<file path="src/hdl/fb_pkg.sv">
package fb_pkg;

    // buffer pool
    localparam int NUM_FRAMES = 3;
    localparam int BUF_IDX_W  = 2;

    // memory word address
    localparam int ADDR_W = 21;

    // camera frame geometry
    localparam int FRAME_WIDTH  = 640;
    localparam int FRAME_HEIGHT = 480;
    localparam int MEM_BURST    = 32;

    // one spare burst between frames
    localparam int FRAME_STRIDE = FRAME_WIDTH * FRAME_HEIGHT + MEM_BURST;

    typedef enum logic [0:0] {
        OP_ACQUIRE,
        OP_RELEASE
    } fb_op_t;

    typedef enum logic [0:0] {
        ST_OK,
        ST_BAD_SEQUENCE
    } fb_status_t;

    typedef enum logic [2:0] {
        BUF_AVAILABLE,
        BUF_WRITE_BUSY,
        BUF_READ_BUSY,
        BUF_DISPLAYED,
        BUF_UPDATED
    } buf_state_t;

    // client port handshake
    typedef enum logic [1:0] {
        HS_IDLE,
        HS_PENDING,
        HS_WAIT_DONE,
        HS_ACK
    } hs_state_t;

endpackage

</file>
<file path="src/hdl/client_handshake.sv">
`timescale 1ns/1ps

module client_handshake import fb_pkg::*; (
    input  logic      clk,
    input  logic      rst_n,
    input  logic      req_i,
    input  fb_op_t    op_i,
    input  logic      taken_i,
    input  logic      done_i,
    output logic      pending_o,
    output fb_op_t    op_o,
    output logic      ack_o
);

    hs_state_t state;

    always_ff @(posedge clk or negedge rst_n) begin
        if (!rst_n) begin
            state <= HS_IDLE;
            op_o  <= OP_ACQUIRE;
        end else begin
            case (state)
                HS_IDLE: begin
                    if (req_i) begin
                        op_o  <= op_i;
                        state <= HS_PENDING;
                    end
                end
                HS_PENDING: begin
                    // stays here while the other client is served
                    if (taken_i) begin
                        state <= HS_WAIT_DONE;
                    end
                end
                HS_WAIT_DONE: begin
                    if (done_i) begin
                        state <= HS_ACK;
                    end
                end
                HS_ACK: begin
                    // client may hold req as long as it likes
                    if (!req_i) begin
                        state <= HS_IDLE;
                    end
                end
                default: begin
                    state <= HS_IDLE;
                end
            endcase
        end
    end

    assign pending_o = (state == HS_PENDING);
    assign ack_o     = (state == HS_ACK);

endmodule

</file>
<file path="src/hdl/request_decode.sv">
`timescale 1ns/1ps

module request_decode import fb_pkg::*; (
    input  logic   clk,
    input  logic   rst_n,
    input  logic   init_done_i,
    input  logic   wr_pending_i,
    input  fb_op_t wr_op_i,
    input  logic   rd_pending_i,
    input  fb_op_t rd_op_i,
    output logic   wr_taken_o,
    output logic   rd_taken_o,
    output logic   cmd_valid_o,
    output logic   cmd_reader_o,
    output fb_op_t cmd_op_o
);

    logic init_seen;
    logic rd_first;
    logic grant_wr;
    logic grant_rd;

    always_comb begin
        grant_wr = 1'b0;
        grant_rd = 1'b0;
        // memory not ready, hold everyone off
        if (init_seen) begin
            if (wr_pending_i && rd_pending_i) begin
                grant_rd = rd_first;
                grant_wr = !rd_first;
            end else begin
                grant_wr = wr_pending_i;
                grant_rd = rd_pending_i;
            end
        end
    end

    assign wr_taken_o = grant_wr;
    assign rd_taken_o = grant_rd;

    always_ff @(posedge clk or negedge rst_n) begin
        if (!rst_n) begin
            init_seen    <= 1'b0;
            rd_first     <= 1'b0;
            cmd_valid_o  <= 1'b0;
            cmd_reader_o <= 1'b0;
            cmd_op_o     <= OP_ACQUIRE;
        end else begin
            init_seen   <= init_seen | init_done_i;
            cmd_valid_o <= grant_wr | grant_rd;
            if (grant_wr || grant_rd) begin
                // the other client wins the next tie
                rd_first     <= grant_wr;
                cmd_reader_o <= grant_rd;
                cmd_op_o     <= grant_rd ? rd_op_i : wr_op_i;
            end
        end
    end

endmodule

</file>
<file path="src/hdl/buffer_table.sv">
`timescale 1ns/1ps

module buffer_table import fb_pkg::*; (
    input  logic                 clk,
    input  logic                 rst_n,
    input  logic                 cmd_valid_i,
    input  logic                 cmd_reader_i,
    input  fb_op_t               cmd_op_i,
    output logic                 res_valid_o,
    output logic                 res_reader_o,
    output fb_status_t           res_status_o,
    output logic [BUF_IDX_W-1:0] res_index_o
);

    buf_state_t buf_state [NUM_FRAMES];

    logic                 wr_owned;
    logic                 rd_owned;
    logic [BUF_IDX_W-1:0] wr_idx;
    logic [BUF_IDX_W-1:0] rd_idx;

    logic                 own;
    logic [BUF_IDX_W-1:0] own_idx;
    logic [BUF_IDX_W:0]   hit_disp;
    logic [BUF_IDX_W:0]   hit_avail;
    logic [BUF_IDX_W:0]   hit_upd;
    logic [BUF_IDX_W-1:0] pick;
    logic                 acquire;
    logic                 bad;

    // msb is the found flag, last match wins so the highest index is taken
    function automatic logic [BUF_IDX_W:0] find_class(input buf_state_t cls);
        logic [BUF_IDX_W:0] hit;
        hit = '0;
        for (int i = 0; i < NUM_FRAMES; i++) begin
            if (buf_state[i] == cls) begin
                hit = {1'b1, BUF_IDX_W'(i)};
            end
        end
        return hit;
    endfunction

    always_comb begin
        hit_disp  = find_class(BUF_DISPLAYED);
        hit_avail = find_class(BUF_AVAILABLE);
        hit_upd   = find_class(BUF_UPDATED);
        own       = cmd_reader_i ? rd_owned : wr_owned;
        own_idx   = cmd_reader_i ? rd_idx : wr_idx;
        acquire   = (cmd_op_i == OP_ACQUIRE);
        bad       = acquire ? own : !own;

        // reader wants the freshest frame, writer the stalest
        if (cmd_reader_i) begin
            if (hit_upd[BUF_IDX_W]) pick = hit_upd[BUF_IDX_W-1:0];
            else if (hit_avail[BUF_IDX_W]) pick = hit_avail[BUF_IDX_W-1:0];
            else pick = hit_disp[BUF_IDX_W-1:0];
        end else begin
            if (hit_disp[BUF_IDX_W]) pick = hit_disp[BUF_IDX_W-1:0];
            else if (hit_avail[BUF_IDX_W]) pick = hit_avail[BUF_IDX_W-1:0];
            else pick = hit_upd[BUF_IDX_W-1:0];
        end
    end

    always_ff @(posedge clk or negedge rst_n) begin
        if (!rst_n) begin
            for (int i = 0; i < NUM_FRAMES; i++) begin
                buf_state[i] <= BUF_AVAILABLE;
            end
            wr_owned     <= 1'b0;
            rd_owned     <= 1'b0;
            wr_idx       <= '0;
            rd_idx       <= '0;
            res_valid_o  <= 1'b0;
            res_reader_o <= 1'b0;
            res_status_o <= ST_OK;
            res_index_o  <= '0;
        end else begin
            res_valid_o <= cmd_valid_i;
            if (cmd_valid_i) begin
                res_reader_o <= cmd_reader_i;
                res_status_o <= bad ? ST_BAD_SEQUENCE : ST_OK;
                res_index_o  <= (acquire && !bad) ? pick : (own ? own_idx : '0);
            end
            if (cmd_valid_i && !bad) begin
                if (acquire) begin
                    buf_state[pick] <= cmd_reader_i ? BUF_READ_BUSY : BUF_WRITE_BUSY;
                end else begin
                    buf_state[own_idx] <= cmd_reader_i ? BUF_DISPLAYED : BUF_UPDATED;
                end
                if (cmd_reader_i) begin
                    rd_owned <= acquire;
                    rd_idx   <= acquire ? pick : rd_idx;
                end else begin
                    wr_owned <= acquire;
                    wr_idx   <= acquire ? pick : wr_idx;
                end
            end
        end
    end

endmodule

</file>
<file path="src/hdl/response_result.sv">
`timescale 1ns/1ps

module response_result import fb_pkg::*; (
    input  logic                 clk,
    input  logic                 rst_n,
    input  logic                 res_valid_i,
    input  logic                 res_reader_i,
    input  fb_status_t           res_status_i,
    input  logic [BUF_IDX_W-1:0] res_index_i,
    output logic                 wr_done_o,
    output logic                 rd_done_o,
    output fb_status_t           wr_status_o,
    output logic [BUF_IDX_W-1:0] wr_index_o,
    output logic [ADDR_W-1:0]    wr_base_addr_o,
    output fb_status_t           rd_status_o,
    output logic [BUF_IDX_W-1:0] rd_index_o,
    output logic [ADDR_W-1:0]    rd_base_addr_o
);

    logic [ADDR_W-1:0] base_addr;

    // frame base in memory words
    assign base_addr = ADDR_W'(res_index_i) * ADDR_W'(FRAME_STRIDE);

    always_ff @(posedge clk or negedge rst_n) begin
        if (!rst_n) begin
            wr_done_o      <= 1'b0;
            rd_done_o      <= 1'b0;
            wr_status_o    <= ST_OK;
            wr_index_o     <= '0;
            wr_base_addr_o <= '0;
            rd_status_o    <= ST_OK;
            rd_index_o     <= '0;
            rd_base_addr_o <= '0;
        end else begin
            wr_done_o <= res_valid_i && !res_reader_i;
            rd_done_o <= res_valid_i && res_reader_i;
            if (res_valid_i && !res_reader_i) begin
                wr_status_o    <= res_status_i;
                wr_index_o     <= res_index_i;
                wr_base_addr_o <= base_addr;
            end
            if (res_valid_i && res_reader_i) begin
                rd_status_o    <= res_status_i;
                rd_index_o     <= res_index_i;
                rd_base_addr_o <= base_addr;
            end
        end
    end

endmodule

</file>
<file path="src/hdl/frame_buffer_ctrl.sv">
`timescale 1ns/1ps

module frame_buffer_ctrl import fb_pkg::*; (
    input  logic                 clk,
    input  logic                 rst_n,
    input  logic                 init_done_i,
    // frame writer
    input  logic                 wr_req_i,
    input  fb_op_t               wr_op_i,
    output logic                 wr_ack_o,
    output fb_status_t           wr_status_o,
    output logic [BUF_IDX_W-1:0] wr_index_o,
    output logic [ADDR_W-1:0]    wr_base_addr_o,
    // frame reader
    input  logic                 rd_req_i,
    input  fb_op_t               rd_op_i,
    output logic                 rd_ack_o,
    output fb_status_t           rd_status_o,
    output logic [BUF_IDX_W-1:0] rd_index_o,
    output logic [ADDR_W-1:0]    rd_base_addr_o
);

    logic                 wr_pending;
    logic                 rd_pending;
    fb_op_t               wr_op;
    fb_op_t               rd_op;
    logic                 wr_taken;
    logic                 rd_taken;
    logic                 wr_done;
    logic                 rd_done;
    logic                 cmd_valid;
    logic                 cmd_reader;
    fb_op_t               cmd_op;
    logic                 res_valid;
    logic                 res_reader;
    fb_status_t           res_status;
    logic [BUF_IDX_W-1:0] res_index;

    client_handshake u_wr_hs (
        .clk(clk), .rst_n(rst_n), .req_i(wr_req_i), .op_i(wr_op_i),
        .taken_i(wr_taken), .done_i(wr_done),
        .pending_o(wr_pending), .op_o(wr_op), .ack_o(wr_ack_o)
    );

    client_handshake u_rd_hs (
        .clk(clk), .rst_n(rst_n), .req_i(rd_req_i), .op_i(rd_op_i),
        .taken_i(rd_taken), .done_i(rd_done),
        .pending_o(rd_pending), .op_o(rd_op), .ack_o(rd_ack_o)
    );

    request_decode u_decode (
        .clk(clk), .rst_n(rst_n), .init_done_i(init_done_i),
        .wr_pending_i(wr_pending), .wr_op_i(wr_op),
        .rd_pending_i(rd_pending), .rd_op_i(rd_op),
        .wr_taken_o(wr_taken), .rd_taken_o(rd_taken),
        .cmd_valid_o(cmd_valid), .cmd_reader_o(cmd_reader), .cmd_op_o(cmd_op)
    );

    buffer_table u_table (
        .clk(clk), .rst_n(rst_n),
        .cmd_valid_i(cmd_valid), .cmd_reader_i(cmd_reader), .cmd_op_i(cmd_op),
        .res_valid_o(res_valid), .res_reader_o(res_reader),
        .res_status_o(res_status), .res_index_o(res_index)
    );

    response_result u_result (
        .clk(clk), .rst_n(rst_n),
        .res_valid_i(res_valid), .res_reader_i(res_reader),
        .res_status_i(res_status), .res_index_i(res_index),
        .wr_done_o(wr_done), .rd_done_o(rd_done),
        .wr_status_o(wr_status_o), .wr_index_o(wr_index_o),
        .wr_base_addr_o(wr_base_addr_o),
        .rd_status_o(rd_status_o), .rd_index_o(rd_index_o),
        .rd_base_addr_o(rd_base_addr_o)
    );

endmodule

</file>
<file path="config.mk">
export PLATFORM = sky130hd
export DESIGN_NAME = frame_buffer_ctrl
export DESIGN_NICKNAME = d
export VERILOG_FILES = /design/src/hdl/fb_pkg.sv /design/src/hdl/client_handshake.sv /design/src/hdl/request_decode.sv /design/src/hdl/buffer_table.sv /design/src/hdl/response_result.sv /design/src/hdl/frame_buffer_ctrl.sv
export SDC_FILE = /design/constraint.sdc
export NUM_CORES = 1
export LEC_CHECK = 0
export BUFFER_PORTS_ARGS = -buffer_cell sky130_fd_sc_hd__buf_2
export CAP_MARGIN = 20
export CORE_UTILIZATION = 30
export CTS_BUF_LIST = sky130_fd_sc_hd__clkbuf_16
export DETAILED_ROUTE_END_ITERATION = 7
export PLACE_DENSITY = 0.52
export SLEW_MARGIN = 20
export SYNTH_ARGS = -nofsm -noshare
export SYNTH_HDL_FRONTEND = slang
export SYNTH_SLANG_ARGS = --single-unit
</file>
<file path="constraint.sdc">
create_clock -name clk -period 6.2 [get_ports clk]
set_input_delay 1.24 -clock clk [delete_from_list [all_inputs] [get_ports clk]]
set_output_delay 1.24 -clock clk [all_outputs]
set_load 0.02 [all_outputs]
</file>
==> results of run 1 <==
area by class of cell:
class                   instances  share of cell area
flip-flops and latches         47               0.414
clock buffers                   5              0.0440
well taps                     105              0.0462
repair buffers                 34              0.0608
inverters                      18              0.0238
multi-input cells             176               0.403
clock inverters                 3             0.00793
worst max path at each step:
stage	start	to	slack (ns)	depth (start not counted)
after floorplan	u_table.buf_state[3]	u_table.buf_state[4]	4.02	6
final	u_decode.cmd_reader_o	u_table.buf_state[3]	3.75	7
after global routing	u_decode.cmd_reader_o	u_table.wr_idx[1]	3.48	7
after CTS	u_decode.cmd_reader_o	u_table.buf_state[3]	3.74	7
after global placement	u_table.buf_state[3]	u_table.buf_state[4]	3.82	6
after detailed placement	u_decode.cmd_reader_o	u_table.buf_state[7]	3.77	5
cells by family (layout without fill, tap and decap cells):
kind of cell | count (synthesis) | count (layout) | synth area share
AND/OR/NAND/NOR | 58 | 58 | 0.110
adder cells (fa/ha/maj) | 12 | 12 | 0.0574
buffers and inverters | 58 | 60 | 0.143
other | 1 | 22 | 0.00143
multiplexers | 18 | 18 | 0.0775
flip-flops | 47 | 47 | 0.450
AO/OA/AOI/OAI | 66 | 66 | 0.162
worst register-to-register path: stages, from the launching register on:
cell      delay, ns
dfrtp_1        0.76
mux2i_1        0.36
ha_1           0.31
nor2b_1        0.23
nand2_1        0.23
nor2_1         0.27
a32oi_1        0.08
o211ai_1       0.12
sequential cells by signal, summed over array words and instances (netlist names), 2 cells and up:
register / flops
u_rd_hs.state: 2
u_result.rd_base_addr_o: 5
u_result.wr_base_addr_o: 5
u_table.buf_state: 9
u_table.rd_idx: 2
u_table.res_index_o: 2
u_table.wr_idx: 2
u_wr_hs.state: 2
cell usage after synthesis:
| cell | number |
|---|---|
| a21o_2 | 1 |
| nor2b_1 | 2 |
| o31a_1 | 1 |
| nor4_1 | 2 |
| o32ai_1 | 1 |
| buf_6 | 1 |
| o211ai_1 | 1 |
| nand3b_1 | 4 |
| a21oi_1 | 13 |
| nor3_1 | 6 |
| a31oi_1 | 2 |
| nand2b_1 | 1 |
| or2b_2 | 1 |
| clkbuf_8 | 2 |
| a21o_1 | 3 |
| o22ai_1 | 4 |
| a211oi_1 | 1 |
| o21a_1 | 1 |
| o311ai_0 | 1 |
| nand2_1 | 24 |
| or3b_1 | 1 |
| buf_4 | 34 |
| o31ai_1 | 3 |
| and4_1 | 1 |
| and3b_1 | 1 |
| nor2_1 | 12 |
| or2_2 | 1 |
| o2bb2ai_1 | 3 |
| a22oi_1 | 1 |
| dfrtp_1 | 47 |
| o21ai_0 | 22 |
| a311o_1 | 1 |
| inv_1 | 18 |
| mux2i_1 | 3 |
| o221ai_1 | 2 |
| mux2_2 | 14 |
| a221o_1 | 1 |
| ha_1 | 12 |
| or3_2 | 1 |
| mux2_4 | 1 |
| o32a_1 | 2 |
| clkbuf_1 | 3 |
| a32oi_1 | 2 |
| or3_4 | 1 |
| conb_1 | 1 |
power by group through the flow:
stage          combinational [W]  clock [W]  sequential, W
6_report                0.000451   0.000269       0.000482
5_1_grt                 0.000504   0.000292       0.000496
4_1_cts                 0.000454   0.000279       0.000483
3_5_place_dp            0.000448          0       0.000488
3_3_place_gp            0.000448          0       0.000488
2_1_floorplan           0.000366          0       0.000477
layer usage:
metal	part of all wire	wire, um	GRT usage	vias up
met5	0	0	0	-
met4	0.022	106	0.0485	0
met3	0.045	222	0.0287	10
met2	0.45	2190	0.171	47
met1	0.49	2390	0.157	868
li1	-	-	-	901
stage by stage:
| stage | cell area (um2) | utilization | worst slack (ns) |
|---|---|---|---|
| floorplan | 2700 | - | 4.02 |
| global placement | 2690 | 0.323 | 3.82 |
| detailed placement | 2690 | 0.323 | 3.77 |
| CTS | 2840 | 0.340 | 3.74 |
| global route | 2840 | 0.341 | 3.48 |
| finish | 2840 | 0.341 | 3.75 |
==> impl_metrics.env, run 1 <==
export IMPL_rsz0062_at_grt="no"
export IMPL_p_sw_frac=0.400
export IMPL_worstMarginPinSlew_ns=0.650
export IMPL_synth_area_top_cells="dfrtp_1 45%, buf_4 9.8%, mux2_2 6.0%"
export IMPL_cts_buffers=5
export IMPL_clkPwrFrac=0.224
export IMPL_comb_power_share=0.376
export IMPL_cp_start_kind="flop"
export IMPL_setup_violations_final=0
export IMPL_crit_fanout=21
export IMPL_grt_usage=0.115
export IMPL_final_common_cell="dfrtp_1"
export IMPL_yosys_area_top_type="dfrtp_1"
export IMPL_synthesis_area_um2=2620
export IMPL_rows=33
export IMPL_cp_arrival_ns=2.66
export IMPL_reg2reg_to="u_table.buf_state[3]"
export IMPL_ir_drop_mv=0.237
export IMPL_dr_first_iter_drc_count=146
export IMPL_fin_worst_skew_ns=0.00637
export IMPL_cp_slowest_stage_delay_ns=0.76
export IMPL_holdWs_ns=0.487
export IMPL_cts_hold_buf=0
export IMPL_start_util=0.314
export IMPL_synth_seq_cells=47
export IMPL_total_power_w=0.00120
export IMPL_final_hold_viol_count=0
export IMPL_final_cells=388
export IMPL_max_cap_violations=0
export IMPL_r2r_start="u_decode.cmd_reader_o"
export IMPL_ios=57
export IMPL_min_period_ns=2.45
export IMPL_syn_area_per_cell_um2=10.1
export IMPL_grt_max_degree=48
export IMPL_holdPathEnd="u_table.rd_owned"
export IMPL_antenna_found_initial=0
export IMPL_drtPass1Iterations=4
export IMPL_period_share=0.396
export IMPL_clock_fmax_mhz=408
export IMPL_die_y_um=95.4
export IMPL_power_switching_w=0.000481
export IMPL_ant_nets=0
export IMPL_drive_above_1_share=0.219
export IMPL_tns_ns=0
export IMPL_layout_common_cells="47 x dfrtp_1, 33 x buf_2, 24 x nand2_1, 22 x o21ai_0, 22 x conb_1"
export IMPL_htreeDepth=2
export IMPL_io_buffers=34
export IMPL_grt_pass1_vias=1682
export IMPL_antenna_cells=0
export IMPL_p_per_area_nw_per_um2=423
export IMPL_ys_types=45
export IMPL_min_path_type="flop to flop"
export IMPL_slew_headroom=0.567
export IMPL_post_cts_buffers=0
export IMPL_clk_latency_ns=0.29
export IMPL_design_core_area_um2=8340
export IMPL_ff_latch_area_um2=1180
export IMPL_yosys_warnings=0
export IMPL_slew_violations=0
export IMPL_vias_per_cell=4.71
export IMPL_place_gp_congestion=0.860
export IMPL_critPathTopFamily="flip-flops"
export IMPL_grt_pass1_wl_mm=8.07
export IMPL_end_kind="flop"
export IMPL_routed_wirelength_mm=4.90
export IMPL_grt_overflow=0
export IMPL_syn_to_final_growth_pct=8.61
export IMPL_synth_top_cell_area_share=0.450
export IMPL_die_x_um=95.4
export IMPL_crit_buf_inv=0
export IMPL_root_buffer="clkbuf_16"
export IMPL_drc_errors=0
export IMPL_rr_worst_depth=7
export IMPL_status="complete, no violations"
export IMPL_numClockSinks=47
export IMPL_dp_hpwl_mm=3.52
export IMPL_critPathKind="flop to flop"
export IMPL_syn_inst=260
export IMPL_die_area_um2=9100
export IMPL_seqPwrFrac=0.401
export IMPL_cts_tree="done"
export IMPL_via_count=1826
export IMPL_hp_start="u_table.rd_owned"
export IMPL_worstPathRequired_ns=6.40
export IMPL_slowest_stage="dfrtp_1"
export IMPL_seq_area_frac_synth=0.450
export IMPL_hold_depth=1
export IMPL_finalNetCount=301
export IMPL_reg2reg_slack_ns=3.75
export IMPL_path_clk_slew_ns=0.07
export IMPL_path_cells="mux2i_1 -> ha_1 -> nor2b_1 -> nand2_1 -> nor2_1 -> a32oi_1 -> o211ai_1"
export IMPL_fillers=874
export IMPL_cts_resized=0
export IMPL_wl_per_cell_um=12.6
export IMPL_multi_input_area_um2=1150
export IMPL_internal_power_w=0.000721
export IMPL_cts_path_max_buffers=2
export IMPL_dp_cells=380
export IMPL_power_leakage_nw=1.40
Note: power is estimated with default switching activity, not from simulation.
==> run 2, diff against run 1 <==
--- a/config.mk
+++ b/config.mk
@@ -10,7 +10,7 @@
 export CORE_UTILIZATION = 30
 export CTS_BUF_LIST = sky130_fd_sc_hd__clkbuf_16
 export DETAILED_ROUTE_END_ITERATION = 7
-export PLACE_DENSITY = 0.52
+export PLACE_DENSITY = 0.54
 export SLEW_MARGIN = 20
 export SYNTH_ARGS = -nofsm -noshare
 export SYNTH_HDL_FRONTEND = slang
==> constraint.sdc (replaced) <==
create_clock -name clk -period 2.07 [get_ports clk]
set_input_delay 0.414 -clock clk [delete_from_list [all_inputs] [get_ports clk]]
set_output_delay 0.414 -clock clk [all_outputs]
set_load 0.02 [all_outputs]
==> run 2 against run 1 <==
  * The flow now finishes with violations (negative setup slack)
  * Sequential power rose to 2.9 times the previous value
  * Combinational power rose to 3.9 times the previous value
  * Hold slack got worse by 0.39 ns
==> impl_metrics.env, run 2 (synthesis gave the netlist of run 1 again) <==
export IMPL_syn_to_final_growth_pct=20.8
export IMPL_wl_per_cell_um=13.2
export IMPL_design_area_um2=3160
export IMPL_dp_slack_ns=-0.121
export IMPL_finalNetCount=332
export IMPL_numClockSinks=47
export IMPL_antenna_found_initial=0
export IMPL_drtPass1Iterations=4
export IMPL_place_gp_congestion=0.845
export IMPL_worstMarginPinSlew_ns=0.516
export IMPL_top_regs="u_table.buf_state x9, u_result.rd_base_addr_o x5, u_result.wr_base_addr_o x5"
export IMPL_cp_num_cells=6
export IMPL_violations="negative setup slack"
export IMPL_grt_pass1_vias=1835
export IMPL_fin_worst_skew_ns=0.00343
export IMPL_slew_headroom=0.656
export IMPL_crit_buf_inv=0
export IMPL_dp_hpwl_mm=3.90
export IMPL_setup_violations_final=4
export IMPL_multi_input_area_um2=1230
export IMPL_status="complete, but fails checks"
export IMPL_largest_reg_flops=9
export IMPL_crit_fanout=5
export IMPL_total_power_w=0.00393
export IMPL_r2r_start="u_table.buf_state[1]"
export IMPL_period_share=1.08
export IMPL_worstPathRequired_ns=2.23
export IMPL_rr_worst_depth=6
export IMPL_startpoint="u_table.buf_state[1]"
export IMPL_routed_wirelength_mm=5.52
export IMPL_ant_nets=0
export IMPL_die_y_um=95.4
export IMPL_end_kind="flop"
export IMPL_min_path_type="primary input to asynchronous set/reset pin"
export IMPL_final_common_cell="dfrtp_1"
export IMPL_io_buffers=34
export IMPL_antenna_cells=0
export IMPL_ff_latch_area_um2=1180
export IMPL_vias_per_cell=4.68
export IMPL_drive_above_1_share=0.350
export IMPL_path_cells="and3b_2 -> nor4_2 -> o22ai_2 -> or3_4 -> a21o_2 -> mux2_4"
export IMPL_reg2reg_to="u_table.buf_state[4]"
export IMPL_path_clk_slew_ns=0.06
export IMPL_final_hold_viol_count=0
export IMPL_cp_arrival_ns=2.39
export IMPL_fin_ws_ns=-0.157
export IMPL_grt_pass1_wl_mm=8.67
export IMPL_fillers=845
export IMPL_utilization=0.379
export IMPL_reg2reg_slack_ns=-0.16
export IMPL_layout_common_cells="45 x dfrtp_1, 34 x buf_2, 30 x buf_4, 24 x nand2_1"
export IMPL_grt_usage=0.124
export IMPL_slowest_stage="dfrtp_2"
export IMPL_max_cap_violations=0
export IMPL_min_period_ns=2.23
export IMPL_cp_endpoint="u_table.buf_state[4]"
export IMPL_slew_violations=0
export IMPL_cp_slowest_stage_delay_ns=0.45
export IMPL_clock_fmax_mhz=449
export IMPL_cp_start_kind="flop"
export IMPL_max_flop_register="u_table.buf_state"
export IMPL_rsz0062_at_grt="yes"
export IMPL_root_buffer="clkbuf_16"
export IMPL_ir_drop_mv=0.836
export IMPL_critPathTopFamily="simple AND/OR/NAND/NOR gates"
export IMPL_start_util=0.314
export IMPL_placed_area_um2=2920
export IMPL_cts_hold_buf=0
export IMPL_cts_buffers=5
export IMPL_die_area_um2=9100
export IMPL_drc_errors=0
export IMPL_p_per_area_nw_per_um2=1240
export IMPL_critPathKind="flop to flop"
export IMPL_power_leakage_nw=1.57
export IMPL_dr_first_iter_drc_count=68
export IMPL_tns_ns=-0.302
export IMPL_die_x_um=95.4
export IMPL_cts_tree="done"
export IMPL_ios=57
export IMPL_grt_overflow=0
export IMPL_clk_latency_ns=0.28
export IMPL_grt_max_degree=27
export IMPL_via_count=1963
export IMPL_design_core_area_um2=8340
export IMPL_htreeDepth=2
export IMPL_cts_path_max_buffers=2
export IMPL_rows=33
run 2: layout make-up:
class | instances | area share
Timing Repair Buffer | 65 | 0.131
Clock inverter | 3 | 0.00515
Clock buffer | 5 | 0.0396
Sequential cell | 47 | 0.373
Multi-Input combinational cell | 176 | 0.388
Tap cell | 105 | 0.0416
Inverter | 18 | 0.0214
run 2: through the flow:
step / hold slack, ns / instances
floorplan: 0.118 / 281
global placement: 0.411 / 409
detailed placement: 0.418 / 409
CTS: 0.113 / 418
global route: 0.136 / 419
finish: 0.0972 / 419
run 2: worst min path at each step:
stage,end,start
after floorplan,u_decode.cmd_op_o,rst_n
after global placement,u_result.wr_base_addr_o[13],rst_n
after detailed placement,u_result.rd_base_addr_o[16],rst_n
after CTS,u_result.wr_base_addr_o[16],rst_n
after global routing,u_result.rd_base_addr_o[16],rst_n
final,u_result.wr_base_addr_o[16],rst_n
run 2: timing repair:
item,in CTS,in global routing
pin swaps,3,4
buffers inserted,1,1
resized for setup,3,16
setup endpoints to repair,4,8
run 2: worst register-to-register path, delay by kind of cell (launching register included):
family	cells	cell delay (ns)
compound gates	2	0.36
flops	1	0.45
mux	1	0.29
simple gates	3	1.01
run 2: power breakdown:
part / switching [W] / leakage (nW) / internal [W]
clock: 0.000326 / 0.0710 / 0.000441
sequential: 0.000223 / 0.594 / 0.00117
combinational: 0.000996 / 0.908 / 0.000782
total: 0.00154 / 1.57 / 0.00239
run 2: routing by layer:
layer  part of all wire  vias up  global-route usage  routed length (um)
met3              0.034       10              0.0271                 190
met2               0.49       47               0.206                2730
met5                  0        -                   0                   0
met1               0.46      944               0.161                2520
met4              0.015        0              0.0348                  84
li1                   -      962                   -                   -
==> run 3, diff against run 2 <==
--- a/config.mk
+++ b/config.mk
@@ -10,7 +10,8 @@
 export CORE_UTILIZATION = 30
 export CTS_BUF_LIST = sky130_fd_sc_hd__clkbuf_16
 export DETAILED_ROUTE_END_ITERATION = 7
-export PLACE_DENSITY = 0.54
+export PLACE_DENSITY = 0.52
+export SETUP_SLACK_MARGIN = 0.1
 export SLEW_MARGIN = 20
 export SYNTH_ARGS = -nofsm -noshare
 export SYNTH_HDL_FRONTEND = slang
==> constraint.sdc (replaced) <==
create_clock -name clk -period 2.79 [get_ports clk]
set_input_delay 0.558 -clock clk [delete_from_list [all_inputs] [get_ports clk]]
set_output_delay 0.558 -clock clk [all_outputs]
set_load 0.02 [all_outputs]
==> run 3 against run 2 <==
  * The flow now finishes without violations
  * Register-to-register slack improved by 0.60 ns
  * Non-clock buffer count decreased by 27
  * Clock-buffer cell count unchanged
  * Critical endpoint unchanged
  * Largest cell class is now sequential cells
  * Largest power group is now registers
==> impl_metrics.env, run 3 (synthesis gave the netlist of run 1 again) <==
export IMPL_status="complete, no violations"
export IMPL_antenna_found_initial=0
export IMPL_fin_worst_skew_ns=0.00421
export IMPL_cts_tree="done"
export IMPL_io_buffers=34
export IMPL_tns_ns=0
export IMPL_p_per_area_nw_per_um2=946
export IMPL_layout_common_cells="47 x dfrtp_1, 34 x buf_2, 24 x nand2_1, 22 x o21ai_0, 22 x conb_1"
export IMPL_finalNetCount=305
export IMPL_grt_usage=0.116
export IMPL_max_cap_violations=0
export IMPL_root_buffer="clkbuf_16"
export IMPL_crit_buf_inv=0
export IMPL_wl_per_cell_um=12.4
export IMPL_cts_hold_buf=0
export IMPL_start_util=0.314
export IMPL_min_period_ns=2.35
export IMPL_power_leakage_nw=1.42
export IMPL_drive_above_1_share=0.227
export IMPL_ios=57
export IMPL_grt_overflow=0
export IMPL_top_regs="u_table.buf_state x9, u_result.rd_base_addr_o x5, u_result.wr_base_addr_o x5"
export IMPL_end_kind="flop"
export IMPL_dr_first_iter_drc_count=124
export IMPL_grt_max_degree=28
export IMPL_cts_path_max_buffers=2
export IMPL_numClockSinks=47
export IMPL_critPathTopFamily="simple AND/OR/NAND/NOR gates"
export IMPL_cts_resized=0
export IMPL_slowest_stage="dfrtp_1"
export IMPL_syn_to_final_growth_pct=10.2
export IMPL_max_flop_register="u_table.buf_state"
export IMPL_clk_latency_ns=0.28
export IMPL_cts_buffers=5
export IMPL_slew_violations=0
export IMPL_slew_headroom=0.588
export IMPL_worstPathRequired_ns=2.96
export IMPL_dp_hpwl_mm=3.65
export IMPL_post_cts_buffers=0
export IMPL_final_hold_viol_count=0
export IMPL_rsz0062_at_grt="no"
export IMPL_die_y_um=95.4
export IMPL_drtPass1Iterations=4
export IMPL_design_core_area_um2=8340
export IMPL_ir_drop_mv=0.454
export IMPL_crit_fanout=8
export IMPL_critPathKind="flop to flop"
export IMPL_final_common_cell="dfrtp_1"
export IMPL_rows=33
export IMPL_clock_fmax_mhz=426
export IMPL_via_count=1871
export IMPL_setup_violations_final=0
export IMPL_vias_per_cell=4.79
export IMPL_path_cells="or3b_1 -> o32ai_1 -> a31oi_1 -> or3_4 -> a21o_2 -> mux2_4"
export IMPL_worstMarginPinSlew_ns=0.618
export IMPL_grt_pass1_wl_mm=8.21
export IMPL_grt_pass1_vias=1744
export IMPL_cp_start_kind="flop"
export IMPL_ant_nets=0
export IMPL_drc_errors=0
export IMPL_largest_reg_flops=9
export IMPL_cp_slowest_stage_delay_ns=0.44
export IMPL_place_gp_congestion=0.780
export IMPL_path_clk_slew_ns=0.06
export IMPL_utilization=0.346
export IMPL_htreeDepth=2
export IMPL_min_path_type="primary input to asynchronous set/reset pin"
export IMPL_routed_wirelength_mm=4.86
export IMPL_cp_arrival_ns=2.51
export IMPL_antenna_cells=0
export IMPL_die_area_um2=9100
export IMPL_die_x_um=95.4
export IMPL_period_share=0.841
## run 3: path summary, 6_finish.rpt
kind	startpoint	to	slack (ns)	depth (start not counted)
max	u_table.buf_state[3]	u_table.buf_state[4]	0.44	6
min	rst_n	u_result.rd_base_addr_o[16]	0.28	1
max reg2reg	u_table.buf_state[3]	u_table.buf_state[4]	0.44	6
min reg2reg	u_table.rd_owned	u_table.rd_owned	0.49	1
max in group asynchronous	rst_n	u_rd_hs.op_o	1.91	2
min in group clk	init_done_i	u_decode.init_seen	0.46	2
## run 3: worst register-to-register path, delay by kind of cell, from the launching register on
family | cells | cell delay (ns)
multiplexers | 1 | 0.29
flip-flops | 1 | 0.44
AO/OA/AOI/OAI | 3 | 0.69
AND/OR/NAND/NOR | 2 | 0.81
## run 3: layer usage
| metal | GRT usage | vias to the layer above | share of wire |
|---|---|---|---|
| met2 | 0.189 | 70 | 0.46 |
| met3 | 0.0247 | 15 | 0.047 |
| li1 | - | 898 | - |
| met5 | 0 | - | 0 |
| met4 | 0.0398 | 0 | 0.023 |
| met1 | 0.152 | 888 | 0.47 |
## run 3: cell type report
type | instances | area (um2)
timing repair buffer | 38 | 200
tap | 105 | 131
clock inverter | 2 | 37.5
fill | 869 | 5460
inverter | 18 | 67.6
multi-input combinational | 176 | 1150
sequential | 47 | 1180
clock buffer | 5 | 125
## run 3: power breakdown
part	internal, W	total [W]	switching, W
Clock	0.000417	0.000655	0.000238
Combinational	0.000411	0.00103	0.000616
Sequential	0.000864	0.00105	0.000183
Total	0.00169	0.00273	0.00104
## run 3: metrics by stage
stage | instances | hold slack, ns | instance area (um2) | worst slack (ns) | power, W
global placement | 384 | 0.467 | 2720 | 0.518 | 0.00208
finish | 391 | 0.285 | 2880 | 0.444 | 0.00273
detailed placement | 384 | 0.475 | 2720 | 0.465 | 0.00209
global route | 391 | 0.334 | 2880 | 0.369 | 0.00294
floorplan | 281 | 0.262 | 2700 | 0.606 | 0.00187
CTS | 391 | 0.304 | 2880 | 0.448 | 0.00276
